<file path="config.mk">
export PLATFORM = sky130hd
export DESIGN_NAME = anticTop
export DESIGN_NICKNAME = d
export VERILOG_FILES = /design/src/source/anticPkg.sv /design/src/source/anticTop.sv /design/src/source/dlistDecoder.sv /design/src/source/dlistDma.sv
export SDC_FILE = /design/constraint.sdc
export NUM_CORES = 1
export LEC_CHECK = 0
export BUFFER_PORTS_ARGS = -buffer_cell sky130_fd_sc_hd__buf_2
export CORE_ASPECT_RATIO = 1.5
export CORE_UTILIZATION = 55
export CTS_CLUSTER_DIAMETER = 30
export CTS_CLUSTER_SIZE = 24
export DETAILED_ROUTE_END_ITERATION = 6
export PLACE_DENSITY_LB_ADDON = 0.2
export SLEW_MARGIN = 20
export SYNTH_ARGS = -nofsm -noshare
export SYNTH_HDL_FRONTEND = slang
export SYNTH_SLANG_ARGS = --single-unit
</file>
<file path="constraint.sdc">
create_clock -name Fphi0 -period 7.22 [get_ports Fphi0]
set_input_delay 0 -clock Fphi0 [delete_from_list [all_inputs] [get_ports Fphi0]]
set_output_delay 0 -clock Fphi0 [all_outputs]
set_load 0.01 [all_outputs]
</file>
<file path="src/source/anticPkg.sv">
// ******************************
// Normal playfield width only; glyph scan row 0 only
// ******************************
package anticPkg;

  // Low nibble of a display list instruction
  typedef enum logic [3:0] {
    opBlank = 4'h0,
    opJump  = 4'h1,
    opMode2 = 4'h2,
    opMode3 = 4'h3,
    opMode4 = 4'h4,
    opMode5 = 4'h5,
    opMode6 = 4'h6,
    opMode7 = 4'h7,
    opMode8 = 4'h8,
    opMode9 = 4'h9,
    opModeA = 4'hA,
    opModeB = 4'hB,
    opModeC = 4'hC,
    opModeD = 4'hD,
    opModeE = 4'hE,
    opModeF = 4'hF
  } dlOpcode;

  typedef enum logic [2:0] {
    fkNone,
    fkInstr,
    fkOperLo,
    fkOperHi,
    fkScreen,
    fkGlyph
  } fetchKind;

  typedef enum logic [1:0] {
    stIdle,
    stAddr,
    stCapture,
    stWaitVblank
  } dmaState;

  typedef struct packed {
    fetchKind   kind;
    logic [7:0] screenCode;
  } fetchReq;

  typedef struct packed {
    logic       valid;
    fetchKind   kind;
    logic [7:0] data;
  } fetchResp;

  // scanLines holds the count minus 1
  typedef struct packed {
    dlOpcode    mode;
    logic [3:0] scanLines;
    logic       lms;
  } lineInfo;

  typedef struct packed {
    logic        isGlyph;
    logic [15:0] addr;
    logic [7:0]  data;
  } dmaByte;

  localparam logic [5:0] bytesPerLine [16] = '{
    6'd0, 6'd0, 6'd40, 6'd40, 6'd40, 6'd40, 6'd20, 6'd20,
    6'd10, 6'd10, 6'd20, 6'd20, 6'd20, 6'd40, 6'd40, 6'd40
  };

  localparam logic [3:0] scanLinesPerMode [16] = '{
    4'd0, 4'd0, 4'd7, 4'd9, 4'd7, 4'd15, 4'd7, 4'd15,
    4'd7, 4'd3, 4'd3, 4'd1, 4'd0, 4'd1, 4'd0, 4'd0
  };

  // DMACTL display list DMA enable
  localparam int dmaEnBit = 5;

endpackage

</file>
<file path="src/source/anticTop.sv">
// ******************************
// Display list DMA front end; no pixel path
// ******************************
`timescale 1ns/100ps

module anticTop import anticPkg::*; (
  input  logic        Fphi0,
  input  logic        rst,
  input  logic        dlistLoad,
  input  logic [15:0] dlistAddr,
  input  logic [7:0]  dmactl,
  input  logic [7:0]  chbase,
  input  logic        vblank,
  output logic [15:0] memAddr,
  output logic        memRd,
  input  logic [7:0]  memData,
  output logic        lineStart,
  output lineInfo     line,
  output logic        byteOut,
  output dmaByte      byteData,
  output logic        dli,
  output logic        dmaBusy
);

  fetchReq  req;
  fetchResp resp;
  logic     loadPtr;
  logic     loadMsr;
  logic     waitVblank;

  // A new list pointer also flushes the current instruction
  dlistDecoder decoder (
    .Fphi0      (Fphi0),
    .rst        (rst),
    .restart    (dlistLoad),
    .resp       (resp),
    .req        (req),
    .loadPtr    (loadPtr),
    .loadMsr    (loadMsr),
    .waitVblank (waitVblank),
    .lineStart  (lineStart),
    .line       (line),
    .dli        (dli)
  );

  dlistDma dma (
    .Fphi0      (Fphi0),
    .rst        (rst),
    .dlistLoad  (dlistLoad),
    .dlistAddr  (dlistAddr),
    .dmactl     (dmactl),
    .chbase     (chbase),
    .vblank     (vblank),
    .req        (req),
    .loadPtr    (loadPtr),
    .loadMsr    (loadMsr),
    .waitVblank (waitVblank),
    .resp       (resp),
    .memAddr    (memAddr),
    .memRd      (memRd),
    .memData    (memData),
    .byteOut    (byteOut),
    .byteData   (byteData),
    .dmaBusy    (dmaBusy)
  );

endmodule

</file>
<file path="src/source/dlistDecoder.sv">
// ******************************
// One fetch in flight at a time; idle until the first restart
// ******************************
`timescale 1ns/100ps

module dlistDecoder import anticPkg::*; (
  input  logic     Fphi0,
  input  logic     rst,
  input  logic     restart,
  input  fetchResp resp,
  output fetchReq  req,
  output logic     loadPtr,
  output logic     loadMsr,
  output logic     waitVblank,
  output logic     lineStart,
  output lineInfo  line,
  output logic     dli
);

  logic       running;
  logic [7:0] ir;
  logic [1:0] operCnt;
  logic [5:0] screenCnt;
  logic       glyphPend;
  logic [7:0] lastCode;

  dlOpcode    irOp;
  dlOpcode    newOp;
  logic       charMode;
  logic       operHiDone;
  logic       lastFetch;
  logic       dliFlag;
  lineInfo    newLine;

  assign irOp = dlOpcode'(ir[3:0]);
  assign newOp = dlOpcode'(resp.data[3:0]);
  assign charMode = (irOp >= opMode2) && (irOp <= opMode5);

  // Operand commands go out with the high byte still on the bus
  assign operHiDone = resp.valid && (resp.kind == fkOperHi);
  assign loadPtr = operHiDone && (irOp == opJump);
  assign waitVblank = loadPtr && ir[6];
  assign loadMsr = operHiDone && (irOp != opJump);

  always_comb begin
    // Modes 2 and 3 have a 128 glyph set
    req.screenCode = lastCode;
    if (irOp == opMode2 || irOp == opMode3)
      req.screenCode = {1'b0, lastCode[6:0]};
    if (!running)
      req.kind = fkNone;
    else if (operCnt == 2'd2)
      req.kind = fkOperLo;
    else if (operCnt == 2'd1)
      req.kind = fkOperHi;
    else if (glyphPend)
      req.kind = fkGlyph;
    else if (screenCnt != 6'd0)
      req.kind = fkScreen;
    else
      req.kind = fkInstr;
  end

  always_comb begin
    lastFetch = 1'b0;
    dliFlag = ir[7];
    case (resp.kind)
      fkInstr: begin
        lastFetch = (newOp == opBlank);
        dliFlag = resp.data[7];
      end
      fkOperHi: lastFetch = (irOp == opJump);
      fkScreen: lastFetch = !charMode && (screenCnt == 6'd1);
      fkGlyph:  lastFetch = (screenCnt == 6'd0);
      default:  lastFetch = 1'b0;
    endcase
  end

  always_comb begin
    newLine.mode = newOp;
    newLine.lms = (newOp > opJump) && resp.data[6];
    if (newOp == opBlank)
      newLine.scanLines = {1'b0, resp.data[6:4]};
    else
      newLine.scanLines = scanLinesPerMode[newOp];
  end

  always_ff @(posedge Fphi0 or posedge rst) begin
    if (rst) begin
      running <= 1'b0;
      ir <= 8'h00;
      operCnt <= 2'd0;
      screenCnt <= 6'd0;
      glyphPend <= 1'b0;
      lineStart <= 1'b0;
      dli <= 1'b0;
    end else begin
      lineStart <= 1'b0;
      dli <= 1'b0;
      if (restart) begin
        running <= 1'b1;
        ir <= 8'h00;
        operCnt <= 2'd0;
        screenCnt <= 6'd0;
        glyphPend <= 1'b0;
      end else if (resp.valid) begin
        dli <= lastFetch && dliFlag;
        case (resp.kind)
          fkInstr: begin
            ir <= resp.data;
            screenCnt <= bytesPerLine[newOp];
            glyphPend <= 1'b0;
            lineStart <= 1'b1;
            if (newOp == opJump || newLine.lms)
              operCnt <= 2'd2;
            else
              operCnt <= 2'd0;
          end
          fkOperLo: operCnt <= 2'd1;
          fkOperHi: operCnt <= 2'd0;
          fkScreen: begin
            screenCnt <= screenCnt - 6'd1;
            glyphPend <= charMode;
          end
          fkGlyph: glyphPend <= 1'b0;
          default: ;
        endcase
      end
    end
  end

  always_ff @(posedge Fphi0) begin
    if (resp.valid && resp.kind == fkScreen)
      lastCode <= resp.data;
    if (resp.valid && resp.kind == fkInstr)
      line <= newLine;
  end

  // The engine only answers fetches that were asked for
  respNeedsReq: assert property (@(posedge Fphi0) disable iff (rst)
    resp.valid |-> req.kind != fkNone);

endmodule

</file>
<file path="src/source/dlistDma.sv">
// ******************************
// Memory never stalls; every access is address cycle then capture cycle
// ******************************
`timescale 1ns/100ps

module dlistDma import anticPkg::*; (
  input  logic        Fphi0,
  input  logic        rst,
  input  logic        dlistLoad,
  input  logic [15:0] dlistAddr,
  input  logic [7:0]  dmactl,
  input  logic [7:0]  chbase,
  input  logic        vblank,
  input  fetchReq     req,
  input  logic        loadPtr,
  input  logic        loadMsr,
  input  logic        waitVblank,
  output fetchResp    resp,
  output logic [15:0] memAddr,
  output logic        memRd,
  input  logic [7:0]  memData,
  output logic        byteOut,
  output dmaByte      byteData,
  output logic        dmaBusy
);

  dmaState     state;
  fetchKind    curKind;
  fetchKind    startKind;
  logic        dmaEn;
  logic        startFetch;
  logic        capture;
  logic [15:0] addrReg;
  logic [15:0] nextAddr;
  logic [15:0] listPtr;
  logic [15:0] msr;
  logic [7:0]  operLo;
  logic [7:0]  glyphBits;

  assign dmaEn = dmactl[dmaEnBit];
  assign capture = (state == stCapture);

  // A list load starts an instruction fetch in the same cycle
  assign startFetch = (state == stIdle) && dmaEn && (dlistLoad || req.kind != fkNone);
  assign startKind = dlistLoad ? fkInstr : req.kind;

  always_comb begin
    case (req.kind)
      fkScreen: nextAddr = msr;
      fkGlyph:  nextAddr = {chbase, 8'h00} + {5'd0, req.screenCode, 3'd0};
      default:  nextAddr = listPtr;
    endcase
  end

  // Character ROM bit order is the mirror of the shift order
  assign glyphBits = {<<{memData}};

  always_ff @(posedge Fphi0 or posedge rst) begin
    if (rst) begin
      state <= stIdle;
      curKind <= fkNone;
    end else begin
      case (state)
        stIdle: begin
          if (startFetch) begin
            curKind <= startKind;
            state <= stAddr;
          end
        end
        stAddr: state <= stCapture;
        stCapture: state <= waitVblank ? stWaitVblank : stIdle;
        stWaitVblank: begin
          if (vblank)
            state <= stIdle;
        end
        default: state <= stIdle;
      endcase
    end
  end

  always_ff @(posedge Fphi0) begin
    if (startFetch)
      addrReg <= dlistLoad ? dlistAddr : nextAddr;
  end

  always_ff @(posedge Fphi0 or posedge rst) begin
    if (rst) begin
      listPtr <= 16'h0000;
      msr <= 16'h0000;
    end else begin
      if (dlistLoad)
        listPtr <= dlistAddr;
      else if (loadPtr)
        listPtr <= {memData, operLo};
      else if (capture && (curKind == fkInstr || curKind == fkOperLo ||
                           curKind == fkOperHi))
        listPtr <= listPtr + 16'd1;

      if (loadMsr)
        msr <= {memData, operLo};
      else if (capture && curKind == fkScreen)
        msr <= msr + 16'd1;
    end
  end

  always_ff @(posedge Fphi0) begin
    if (capture && curKind == fkOperLo)
      operLo <= memData;
    if (capture) begin
      byteData.isGlyph <= (curKind == fkGlyph);
      byteData.addr <= addrReg;
      byteData.data <= (curKind == fkGlyph) ? glyphBits : memData;
    end
  end

  always_ff @(posedge Fphi0 or posedge rst) begin
    if (rst)
      byteOut <= 1'b0;
    else
      byteOut <= capture && (curKind == fkScreen || curKind == fkGlyph);
  end

  assign resp.valid = capture;
  assign resp.kind = curKind;
  assign resp.data = memData;

  assign memAddr = addrReg;
  assign memRd = (state == stAddr);
  assign dmaBusy = (state == stAddr) || (state == stCapture);

  // Read strobe is a single cycle and is always answered next cycle
  memRdSingle: assert property (@(posedge Fphi0) disable iff (rst)
    memRd |=> !memRd && resp.valid);

  // Only vblank releases a JVB wait
  vblankHold: assert property (@(posedge Fphi0) disable iff (rst)
    (state == stWaitVblank && !vblank) |=> state == stWaitVblank);

endmodule

</file>
=== Word level (Yosys, flattened, before mapping) ===
Memory sizes are Yosys's and may differ from the RTL's.
Index checks and enable logic that the tools add are counted.

* Bits in registers: 124
* Memory bits (read-only): 160
* Input port bits: 44
* Output and inout bits: 55
* Memories: 2

* Add/subtract/negate cells: 4
* Magnitude comparators: 4
* Equal/unequal tests: 20
* Muxes and demuxes: 44
* Bitwise gates (word level): 1
* Reduce and logical (&&, ||, !) cells: 42

{| class="wikitable"
|+ Memory list
! memory !! words !! width !! read ports !! clocked after Yosys merged registers in !! wr ports !! line !! text
|-
| (name not given) || 16 || 6 || 1 || 0 || 0 || dlistDecoder.sv:111 || <nowiki>screenCnt <= bytesPerLine[newOp];</nowiki>
|-
| (name not given) || 16 || 4 || 1 || 0 || 0 || dlistDecoder.sv:85 || <nowiki>newLine.scanLines = scanLinesPerMode[newOp];</nowiki>
|}

{| class="wikitable"
|+ Operators by type and width
! operator !! count
|-
| $mux W16 || 6
|-
| $mux W8 || 5
|-
| $add A16 B1 Y16 const B || 2
|-
| $pmux W16 S2 || 1
|-
| $mux W6 || 4
|-
| $mux W3 || 7
|-
| $add A16 B11 Y16 || 1
|-
| $logic_and A1 B1 Y1 || 15
|-
| $eq A3 B3 Y1 const B || 4
|-
| $mux W2 || 6
|-
| $pmux W6 S2 || 1
|-
| $reduce_and A2 Y1 || 6
|-
| $reduce_bool A3 Y1 || 4
|-
| $eq A4 B1 Y1 const B || 2
|-
| $eq A4 B2 Y1 const B || 2
|-
| $mux W1 || 8
|-
| $mux W4 || 2
|-
| $pmux W2 S4 || 1
|-
| $logic_or A1 B1 Y1 || 7
|-
| $eq A2 B2 Y1 const B || 3
|-
| $eq A3 B2 Y1 const B || 2
|-
| $eq A6 B1 Y1 const B || 1
|-
| $logic_not A6 Y1 || 1
|-
| $pmux W2 S3 || 1
|-
| other kinds (20) || 23
|}

=== Depth between registers and ports, before layout ===
Gate-level depths: netlist (run 1).

* Word-level depth: 11
* Mapped depth: 8
* Depth with buffers taken out: 8

=== Cells and area by module ===
Synthesis (run 1) repeated with hierarchy kept, for this count alone.

* Cells, all modules: 635
* Area, all modules: 6645.1 µm²

{| class="wikitable"
|+ Modules (own cells, without submodules)
! module !! instances !! cells each !! area each (µm²) !! sequential area each (µm²)
|-
| dlistDma || 1 || 451 || 4670.7 || 2422.3
|-
| dlistDecoder || 1 || 184 || 1974.4 || 960.9
|}

=== Worst setup path after synthesis (run 1) ===
No wires, ideal clock.

* Path type: register -> register
* Start point: register dma.state[0]
* End point: register, netlist name decoder.line[0]
* Arrival: 2.096 ns
* Path slack: 4.774 ns
* Cell stages (with the launch flop): 6
* Path buffers: 0
* Clock period less this slack: 2.446 ns
* Cells stage by stage: dfrtp_1 inv_1 ha_1 and2b_1 nand2_1 inv_1

* Cells in the longest elaborated chain, start to end: 2

{| class="wikitable"
|+ RTL lines
! what !! line !! text
|-
| start: declaration || dlistDma.sv:27 || <nowiki>dmaState state;</nowiki>
|-
| start signal: assignment || dlistDma.sv:60 || <nowiki>state <= stIdle;</nowiki>
|-
| start signal: assignment || dlistDma.sv:67 || <nowiki>state <= stAddr;</nowiki>
|-
| start signal: assignment || dlistDma.sv:70 || <nowiki>stAddr: state <= stCapture;</nowiki>
|-
| $eq A2 B2 Y1 || dlistDma.sv:41 || <nowiki>assign capture = (state == stCapture);</nowiki>
|-
| $logic_and A1 B1 Y1 || dlistDecoder.sv:135 || <nowiki>if (resp.valid && resp.kind == fkInstr)</nowiki>
|}

Every way passes these cells.
A chain may end at the register's enable or synchronous reset.

=== Worst setup path in the final report (run 1) ===
* Start point: register dma.state[0]
* End point: register dma.listPtr[0]

* Cells in the longest elaborated chain, start to end: 5
* Elaborated cells between the ends (all ways): 7

{| class="wikitable"
|+ RTL lines
! what !! line !! text
|-
| $eq A2 B2 Y1 (*) || dlistDma.sv:41 ||
|-
| $logic_and A1 B1 Y1 || dlistDecoder.sv:40 || <nowiki>assign operHiDone = resp.valid && (resp.kind == fkOperHi);</nowiki>
|-
| $logic_and A1 B1 Y1 || dlistDecoder.sv:41 || <nowiki>assign loadPtr = operHiDone && (irOp == opJump);</nowiki>
|-
| $mux W16 || dlistDma.sv:93 || <nowiki>else if (loadPtr)</nowiki>
|-
| $mux W16 || dlistDma.sv:91 || <nowiki>if (dlistLoad)</nowiki>
|-
| end signal: assignment || dlistDma.sv:92 || <nowiki>listPtr <= dlistAddr;</nowiki>
|-
| end signal: assignment || dlistDma.sv:94 || <nowiki>listPtr <= {memData, operLo};</nowiki>
|-
| end signal: assignment || dlistDma.sv:97 || <nowiki>listPtr <= listPtr + 16'd1;</nowiki>
|-
| end: declaration || dlistDma.sv:35 || <nowiki>logic [15:0] listPtr;</nowiki>
|}

Mark *: on every way between the ends. The rest lies on a longest branch, timed or not.

==> results of run 1 <==
## synth_stat cells, types with 3 or more instances
| library cell | number |
|---|---|
| a211oi_1 | 8 |
| a21boi_0 | 3 |
| a21o_1 | 6 |
| a21oi_1 | 46 |
| a221o_1 | 4 |
| a221oi_1 | 10 |
| a22oi_1 | 8 |
| a31oi_1 | 5 |
| and2_1 | 5 |
| and2b_1 | 3 |
| and3_1 | 4 |
| buf_2 | 12 |
| clkbuf_1 | 18 |
| dfrtp_1 | 56 |
| edfxtp_1 | 66 |
| ha_1 | 16 |
| inv_1 | 35 |
| nand2_1 | 94 |
| nand2b_1 | 4 |
| nand3_1 | 15 |
| nand4_1 | 10 |
| nor2_1 | 38 |
| nor2b_1 | 7 |
| nor3_1 | 11 |
| nor3b_1 | 4 |
| nor4_1 | 11 |
| o211ai_1 | 3 |
| o21ai_0 | 40 |
| o21ai_1 | 23 |
| o221a_2 | 3 |
| o221ai_1 | 3 |
| o31ai_1 | 3 |
| xnor2_1 | 17 |
| xor2_1 | 14 |
## power groups by stage
stage / clock network [mW] / logic (mW) / registers (mW)
final: 0.913 / 0.901 / 1.12
after global routing: 0.950 / 0.990 / 1.14
after CTS: 0.919 / 0.897 / 1.11
after detailed placement: 0 / 0.877 / 1.12
after global placement: 0 / 0.853 / 1.11
after floorplan: 0 / 0.613 / 1.11
## through the flow
stage / area, um2 / power (mW) / instances / setup slack, ns / utilization (%)
after floorplan: 6510 / 1.72 / 652 / 4.77 / -
after global placement: 7020 / 1.96 / 863 / 4.50 / 60.9
after global routing: 7920 / 3.08 / 920 / 4.33 / 68.6
after detailed placement: 7030 / 2.00 / 863 / 4.57 / 60.9
after CTS: 7910 / 2.93 / 920 / 4.50 / 68.6
final: 7920 / 2.93 / 920 / 4.52 / 68.6
## worst max path at each step
stage	from	depth (start not counted)	to	slack, ns
6_report	dma.state[0]	8	dma.listPtr[0]	4.52
5_1_grt	dma.state[0]	7	decoder.screenCnt[3]	4.33
4_1_cts	decoder.ir[2]	8	dma.memAddr[14]	4.50
3_5_place_dp	dma.state[0]	8	dma.listPtr[9]	4.57
3_3_place_gp	dma.state[0]	7	dma.listPtr[5]	4.50
2_1_floorplan	dma.state[0]	5	decoder.line[0]	4.77
## worst max-delay path, stage by stage (launching register included)
cell and delay [ns]:
dfrtp_1 0.42, inv_1 0.13, ha_1 0.16, buf_4 0.38, and4b_1 0.35, and2_1 0.65, nor2_1 0.08, a211oi_1 0.26
o31ai_1 0.11
## cell families (layout without fill, tap and decap cells)
logic type      after synthesis  count (layout)
flops                       122             122
simple gates                225             225
compound gates              184             184
xor+xnor                     31              31
mux                           2               2
fa+ha+maj                    17              17
buf+inv                      71             189
## layout by cell type (no fill, tap or decap), types with 4 or more instances in the layout
| master | n |
|---|---|
| a22oi_1 | 8 |
| o21ai_1 | 22 |
| nor3b_1 | 4 |
| bufinv_16 | 4 |
| nand3_1 | 15 |
| nor2b_1 | 7 |
| clkbuf_16 | 17 |
| nor2_1 | 38 |
| nor3_1 | 10 |
| nand2_1 | 94 |
| a31oi_1 | 5 |
| a221oi_1 | 10 |
| dlygate4sd3_1 | 25 |
| edfxtp_1 | 66 |
| nand4_1 | 10 |
| buf_2 | 91 |
| a211oi_1 | 8 |
| a221o_1 | 4 |
| nand2b_1 | 4 |
| dfrtp_1 | 56 |
| o21ai_0 | 40 |
| xor2_1 | 14 |
| ha_1 | 16 |
| a21oi_1 | 46 |
| a21o_1 | 6 |
| and2_1 | 5 |
| nor4_1 | 11 |
| inv_1 | 34 |
| and3_1 | 4 |
| xnor2_1 | 17 |
| clkinvlp_4 | 6 |
| buf_4 | 4 |
## sequential cells by signal, summed over array words and instances (netlist names), 2 cells and up
signal,cells
dma.byteData,25
dma.listPtr,16
dma.memAddr,16
dma.msr,16
decoder.line,9
decoder.lastCode,8
dma.operLo,8
decoder.ir,6
decoder.screenCnt,6
dma.curKind,3
decoder.operCnt,2
dma.state,2
## routing by layer
| metal | track usage (%) | up-vias | wire length, um |
|---|---|---|---|
| met5 | 0 | - | 0 |
| met4 | 15.7 | 0 | 619 |
| met3 | 5.39 | 32 | 939 |
| met2 | 53.0 | 224 | 8950 |
| met1 | 34.5 | 2638 | 6820 |
| li1 | - | 2591 | - |
## what timing repair did
item                                   in CTS  in global routing
buffers inserted                            0                  0
endpoints found under the hold margin     115                  0
hold buffers                               25                  0
resized for setup                           0                  0
## cell type report
class	instances	area (um2)	area share, %
inverter	37	139	1.75
sequential	122	3380	42.7
multi-input combinational	459	2830	35.8
clock inverter	14	196	2.48
clock buffer	18	439	5.55
timing repair buffer	120	736	9.29
tap	150	188	2.37
==> impl_metrics.py, run 1 <==
metrics = {
    "run_status": {
        "status": "completed",
    },
    "worst_setup_path": {
        "worstSetupStartpointType": "flip-flop",
        "reg2reg_slack_ns": 4.52,
        "cp_data_required_time_ns": 7.48,
        "path_max_fanout": 32,
        "r2r_start": "dma.state[0]",
        "r2r_end": "dma.listPtr[0]",
        "rr_worst_depth": 8,
        "crit_arrival_ns": 2.96,
        "path_class": "reg -> reg",
        "cp-end-kind": "flip-flop",
    },
    "hold_path": {
        "worstHoldEndpoint": "dma.state[0]",
        "hold_depth": 4,
        "worstHoldStart": "vblank",
        "hold_class": "in -> reg",
    },
    "logic_synthesis": {
        "syn_nets": 713,
        "synthMuxAreaShare_pct": 0.308,
        "synth_top_area_cell": "edfxtp_1",
        "synth_xor_area_share_pct": 4.17,
        "synth_edf_count": 66,
        "synth_seq_cells": 122,
        "synth_cell_types": 71,
        "syn_area_um2": 6510,
        "synthAdderAreaFrac_pct": 3.38,
        "syn-instance-count": 652,
        "yosysSeqAreaShare_pct": 52.0,
        "yosysTopAreaCellShare_pct": 30.4,
        "synth_top_family_by_area": "compound AO/OA/AOI/OAI gates",
        "synth-simple-area-share_pct": 17.4,
        "async_flop_share_pct": 45.9,
        "syn_avg_cell_area_um2": 9.98,
        "synth_flop_cell": "edfxtp_1",
        "synth-compound-area-share_pct": 18.2,
        "synth_top_cells_by_area": "edfxtp_1, dfrtp_1, nand2_1",
        "synth_warnings": 0,
    },
    "detailed_routing": {
        "drc": 0,
        "drt_iter0_markers": 499,
        "vias_per_cell": 5.96,
        "first_pass_iters": 5,
        "wl_um": 17300,
        "num_vias": 5485,
        "wl_per_cell_um": 18.8,
        "ant_nets": 0,
    },
    "cells_and_area": {
        "fin_nets": 818,
        "diodes": 0,
        "fill_cells": 931,
        "area_delta_synth_final_pct": 21.6,
        "drive_gt1_share_pct": 18.8,
    },
    "sta": {
        "relSlewSlack_pct": 28.4,
        "hold_viol": 0,
        "finalSetupViolations": 0,
        "period_share_pct": 37.4,
        "fmax_mhz": 371,
        "setup_tns_ns": 0,
        "hold_ws_ns": 0.0419,
        "skew_ns": 0.00811,
        "worst_pin_slew_ns": 1.07,
        "period_minus_slack_ns": 2.70,
        "rsz0062_at_grt": "no",
        "drv_slew": 0,
    },
    "power": {
        "switching_share_pct": 35.8,
        "p_sw_mw": 1.05,
        "p_int_mw": 1.88,
        "p_leak_nw": 3.20,
        "power_frac_seq_pct": 38.1,
        "combPwrFrac_pct": 30.7,
        "power.density_nw_per_um2": 370,
        "p_clk_share_pct": 31.1,
        "vdd_drop_max_mv": 0.178,
    },
    "global_route": {
        "grt_max_degree": 86,
        "grt_pass1_wl_um": 28000,
        "antenna_found_initial": 0,
        "grt_pass1_vias": 5436,
        "track_usage_pct": 29.9,
        "overflow": 0,
    },
    "placement": {
        "numPortBuffers": 91,
        "place_congestion": 0.904,
        "dp_hpwl_um": 11700,
    },
    "floorplan": {
        "rows": 48,
        "initial_core_util_pct": 56.4,
        "die_width_um": 90.8,
        "num_io_pins": 99,
        "chipHeight_um": 135,
        "core-area_um2": 11500,
        "die-area_um2": 12300,
    },
    "clock_tree": {
        "cts_inserted_buffers": 17,
        "cts_tree": "done",
        "clock_latency_ns": 0.42,
        "clock-sinks": 122,
        "clockRootBuffer": "clkbuf_16",
        "clk_pin_slew_ns": 0.06,
        "clock_path_buffers": 2,
        "cts_max_level": 4,
    },
    "flow_run": {
        "maxCapViolCount": 0,
    },
}
Power figures use the tool's default switching activity.
==> run 2, diff against run 1 <==
--- a/config.mk
+++ b/config.mk
@@ -5,6 +5,7 @@
 export SDC_FILE = /design/constraint.sdc
 export NUM_CORES = 1
 export LEC_CHECK = 0
+export ABC_AREA = 1
 export BUFFER_PORTS_ARGS = -buffer_cell sky130_fd_sc_hd__buf_2
 export CORE_ASPECT_RATIO = 1.5
 export CORE_UTILIZATION = 55
==> constraint.sdc (replaced) <==
create_clock -name Fphi0 -period 2.7 [get_ports Fphi0]
set_input_delay 0 -clock Fphi0 [delete_from_list [all_inputs] [get_ports Fphi0]]
set_output_delay 0 -clock Fphi0 [all_outputs]
set_load 0.01 [all_outputs]
==> impl_metrics.py, run 2 <==
metrics = {
    "run_status": {
        "status": "completed",
    },
    "cells_and_area": {
        "final_common_cell": "nand2_1",
        "fin_nets": 918,
        "mostFrequentLayoutCells": "nand2_1, buf_2, inv_1",
        "drive_gt1_share_pct": 17.8,
        "final_core_util_pct": 69.0,
        "area_delta_synth_final_pct": 22.8,
        "top_register": "dma.byteData",
        "largest_reg_flops": 25,
        "diodes": 0,
    },
    "logic_synthesis": {
        "syn_avg_cell_area_um2": 8.80,
        "syn-instance-count": 732,
        "yosysTopAreaCellShare_pct": 30.8,
        "synth-simple-area-share_pct": 22.7,
        "synth_top_area_cell": "edfxtp_1",
        "synthMuxAreaShare_pct": 0,
        "synth_xor_area_share_pct": 2.31,
        "synth_cell_types": 46,
        "synth_warnings": 0,
        "synth_flop_cell": "edfxtp_1",
        "synth_edf_count": 66,
        "syn_area_um2": 6440,
        "yosysSeqAreaShare_pct": 52.5,
        "synth-compound-area-share_pct": 12.0,
        "synth_top_cells_by_count": "nand2_1, inv_1, edfxtp_1, nand3_1, dfrtp_1",
        "syn_nets": 793,
        "yosysMostFrequentCell": "nand2_1",
        "synth_top_family_by_area": "simple AND/OR/NAND/NOR gates",
        "synth_top_cells_by_area": "edfxtp_1, dfrtp_1, nand2_1",
        "synthAdderAreaFrac_pct": 3.42,
        "async_flop_share_pct": 45.9,
        "synth_seq_cells": 122,
    },
    "clock_tree": {
        "cts_inserted_buffers": 17,
        "clock-sinks": 122,
        "cts_tree": "done",
        "cts_max_level": 4,
        "clockRootBuffer": "clkbuf_16",
        "clk_pin_slew_ns": 0.06,
        "cts_setup_buffers": 0,
        "clock_path_buffers": 2,
        "clock_latency_ns": 0.41,
    },
    "worst_setup_path": {
        "crit_path_cell_trace": "nor2_1 > a21boi_0 > ha_1 > nand3_1 > nand3_1 > or2_2 > nand3_1 > o211ai_1 > nand2_1 > nand2_1",
        "cp-end-kind": "flip-flop",
        "r2r_end": "dma.memAddr[11]",
        "cp-startpoint": "decoder.ir[2]",
        "crit_arrival_ns": 2.56,
        "reg2reg_slack_ns": 0.31,
        "path_max_fanout": 5,
        "path_class": "reg -> reg",
        "cp_data_required_time_ns": 2.87,
        "critPathTopFamily": "simple AND/OR/NAND/NOR gates",
        "rr_worst_depth": 10,
        "cpMostUsedCell": "nand3_1",
        "r2r_start": "decoder.ir[2]",
        "cpPeakStageDelay_ns": 0.45,
        "cp.buffers_inverters": 0,
        "cp_slowest_cell": "a21boi_0",
        "worstSetupStartpointType": "flip-flop",
    },
    "power": {
        "p_sw_mw": 2.73,
        "p_int_mw": 4.90,
        "power.density_nw_per_um2": 964,
        "p_clk_share_pct": 30.6,
        "power_frac_seq_pct": 38.9,
        "combPwrFrac_pct": 30.5,
        "vdd_drop_max_mv": 0.635,
        "totalPowerFinal_mw": 7.62,
        "p_leak_nw": 3.64,
        "switching_share_pct": 35.8,
    },
    "floorplan": {
        "die_width_um": 90.4,
        "core-area_um2": 11500,
        "die-area_um2": 12200,
        "chipHeight_um": 135,
        "rows": 48,
        "num_io_pins": 99,
        "initial_core_util_pct": 56.2,
    },
    "sta": {
        "skew_ns": 0.00703,
        "fin_ws_ns": 0.309,
        "setup_tns_ns": 0,
        "fmax_mhz": 418,
        "drv_slew": 0,
        "finalSetupViolations": 0,
        "hold_ws_ns": 0.0238,
        "period_minus_slack_ns": 2.39,
        "hold_viol": 0,
        "period_share_pct": 88.5,
        "rsz0062_at_grt": "no",
        "worst_pin_slew_ns": 0.877,
        "relSlewSlack_pct": 41.5,
    },
    "global_route": {
        "antenna_found_initial": 0,
        "grt_max_degree": 30,
        "track_usage_pct": 30.5,
        "grt_pass1_wl_um": 28100,
        "grt_pass1_vias": 5576,
        "overflow": 0,
    },
    "detailed_routing": {
        "num_vias": 5731,
        "drt_iter0_markers": 410,
        "wl_um": 17800,
        "first_pass_iters": 5,
        "wl_per_cell_um": 17.5,
        "wl_met1_um": 6490,
        "wl_met3_um": 971,
        "drc": 0,
        "wl_met2_um": 9620,
        "vias_per_cell": 5.62,
        "top_layer_used": "met4",
        "ant_nets": 0,
    },
    "hold_path": {
        "hold_depth": 1,
        "worstHoldEndpoint": "decoder.lastCode[3]",
        "hold_class": "in -> reg",
        "worstHoldStart": "memData[3]",
    },
    "flow_run": {
        "maxCapViolCount": 0,
    },
    "placement": {
        "post-place-ws_ns": 0.251,
        "dp_hpwl_um": 13000,
        "place_congestion": 0.960,
        "numPortBuffers": 91,
    },
}
## run 2: cell count changes in the layout (fill, tap and decap cells not counted), moves of 7 or more
cell,delta
nand2_1,+91
inv_1,+49
nand3_1,+44
o21ai_1,-16
nor4_1,-11
xnor2_1,-10
a221oi_1,-8
a211oi_1,-7
nor2_2,+7
nor2b_1,-7
## run 2: logic make-up after synthesis
| group | after synthesis |
|---|---|
| flops | 122 |
| xor+xnor | 17 |
| simple gates | 330 |
| fa+ha+maj | 17 |
| compound gates | 135 |
| buf+inv | 111 |
## run 2: layout make-up
type,instances,area [um2]
Clock buffer,19,433
Clock inverter,13,176
Fill cell,906,3560
Inverter,91,342
Multi-Input combinational cell,499,2610
Sequential cell,122,3380
Tap cell,150,188
Timing Repair Buffer,126,781
## run 2: metal layers
layer,global-route usage (%),vias to the layer above
met3,5.74,48
met1,32.6,2677
met5,0,-
met2,56.3,277
li1,-,2729
met4,17.0,0
## run 2: how the worst max path moves through the flow
stage	cells after the start	to	slack, ns
floorplan	4	dma.operLo[0]	0.20
global placement	10	dma.memAddr[11]	0.38
detailed placement	9	dma.memAddr[0]	0.25
CTS	9	dma.memAddr[0]	0.23
global route	10	dma.memAddr[14]	0.17
finish	10	dma.memAddr[11]	0.31
## run 2: power groups by stage
stage | Sequential (mW) | Clock, mW | Combinational (mW)
6_report | 2.96 | 2.34 | 2.32
5_1_grt | 3.02 | 2.44 | 2.58
4_1_cts | 2.96 | 2.35 | 2.31
3_5_place_dp | 2.99 | 0 | 2.25
3_3_place_gp | 2.97 | 0 | 2.20
2_1_floorplan | 2.98 | 0 | 1.49
## run 2: repair_timing
item / in CTS / in global routing
resized for setup: 0 / 1
endpoints found under the hold margin: 83 / 0
hold buffers: 25 / 0
endpoints found under the setup margin: 0 / 1
## run 2: through the flow
stage               instance area [um2]  std cells
floorplan                          6450        732
global placement                   7050        963
detailed placement                 7050        963
CTS                                7910       1020
global route                       7910       1020
finish                             7910       1020
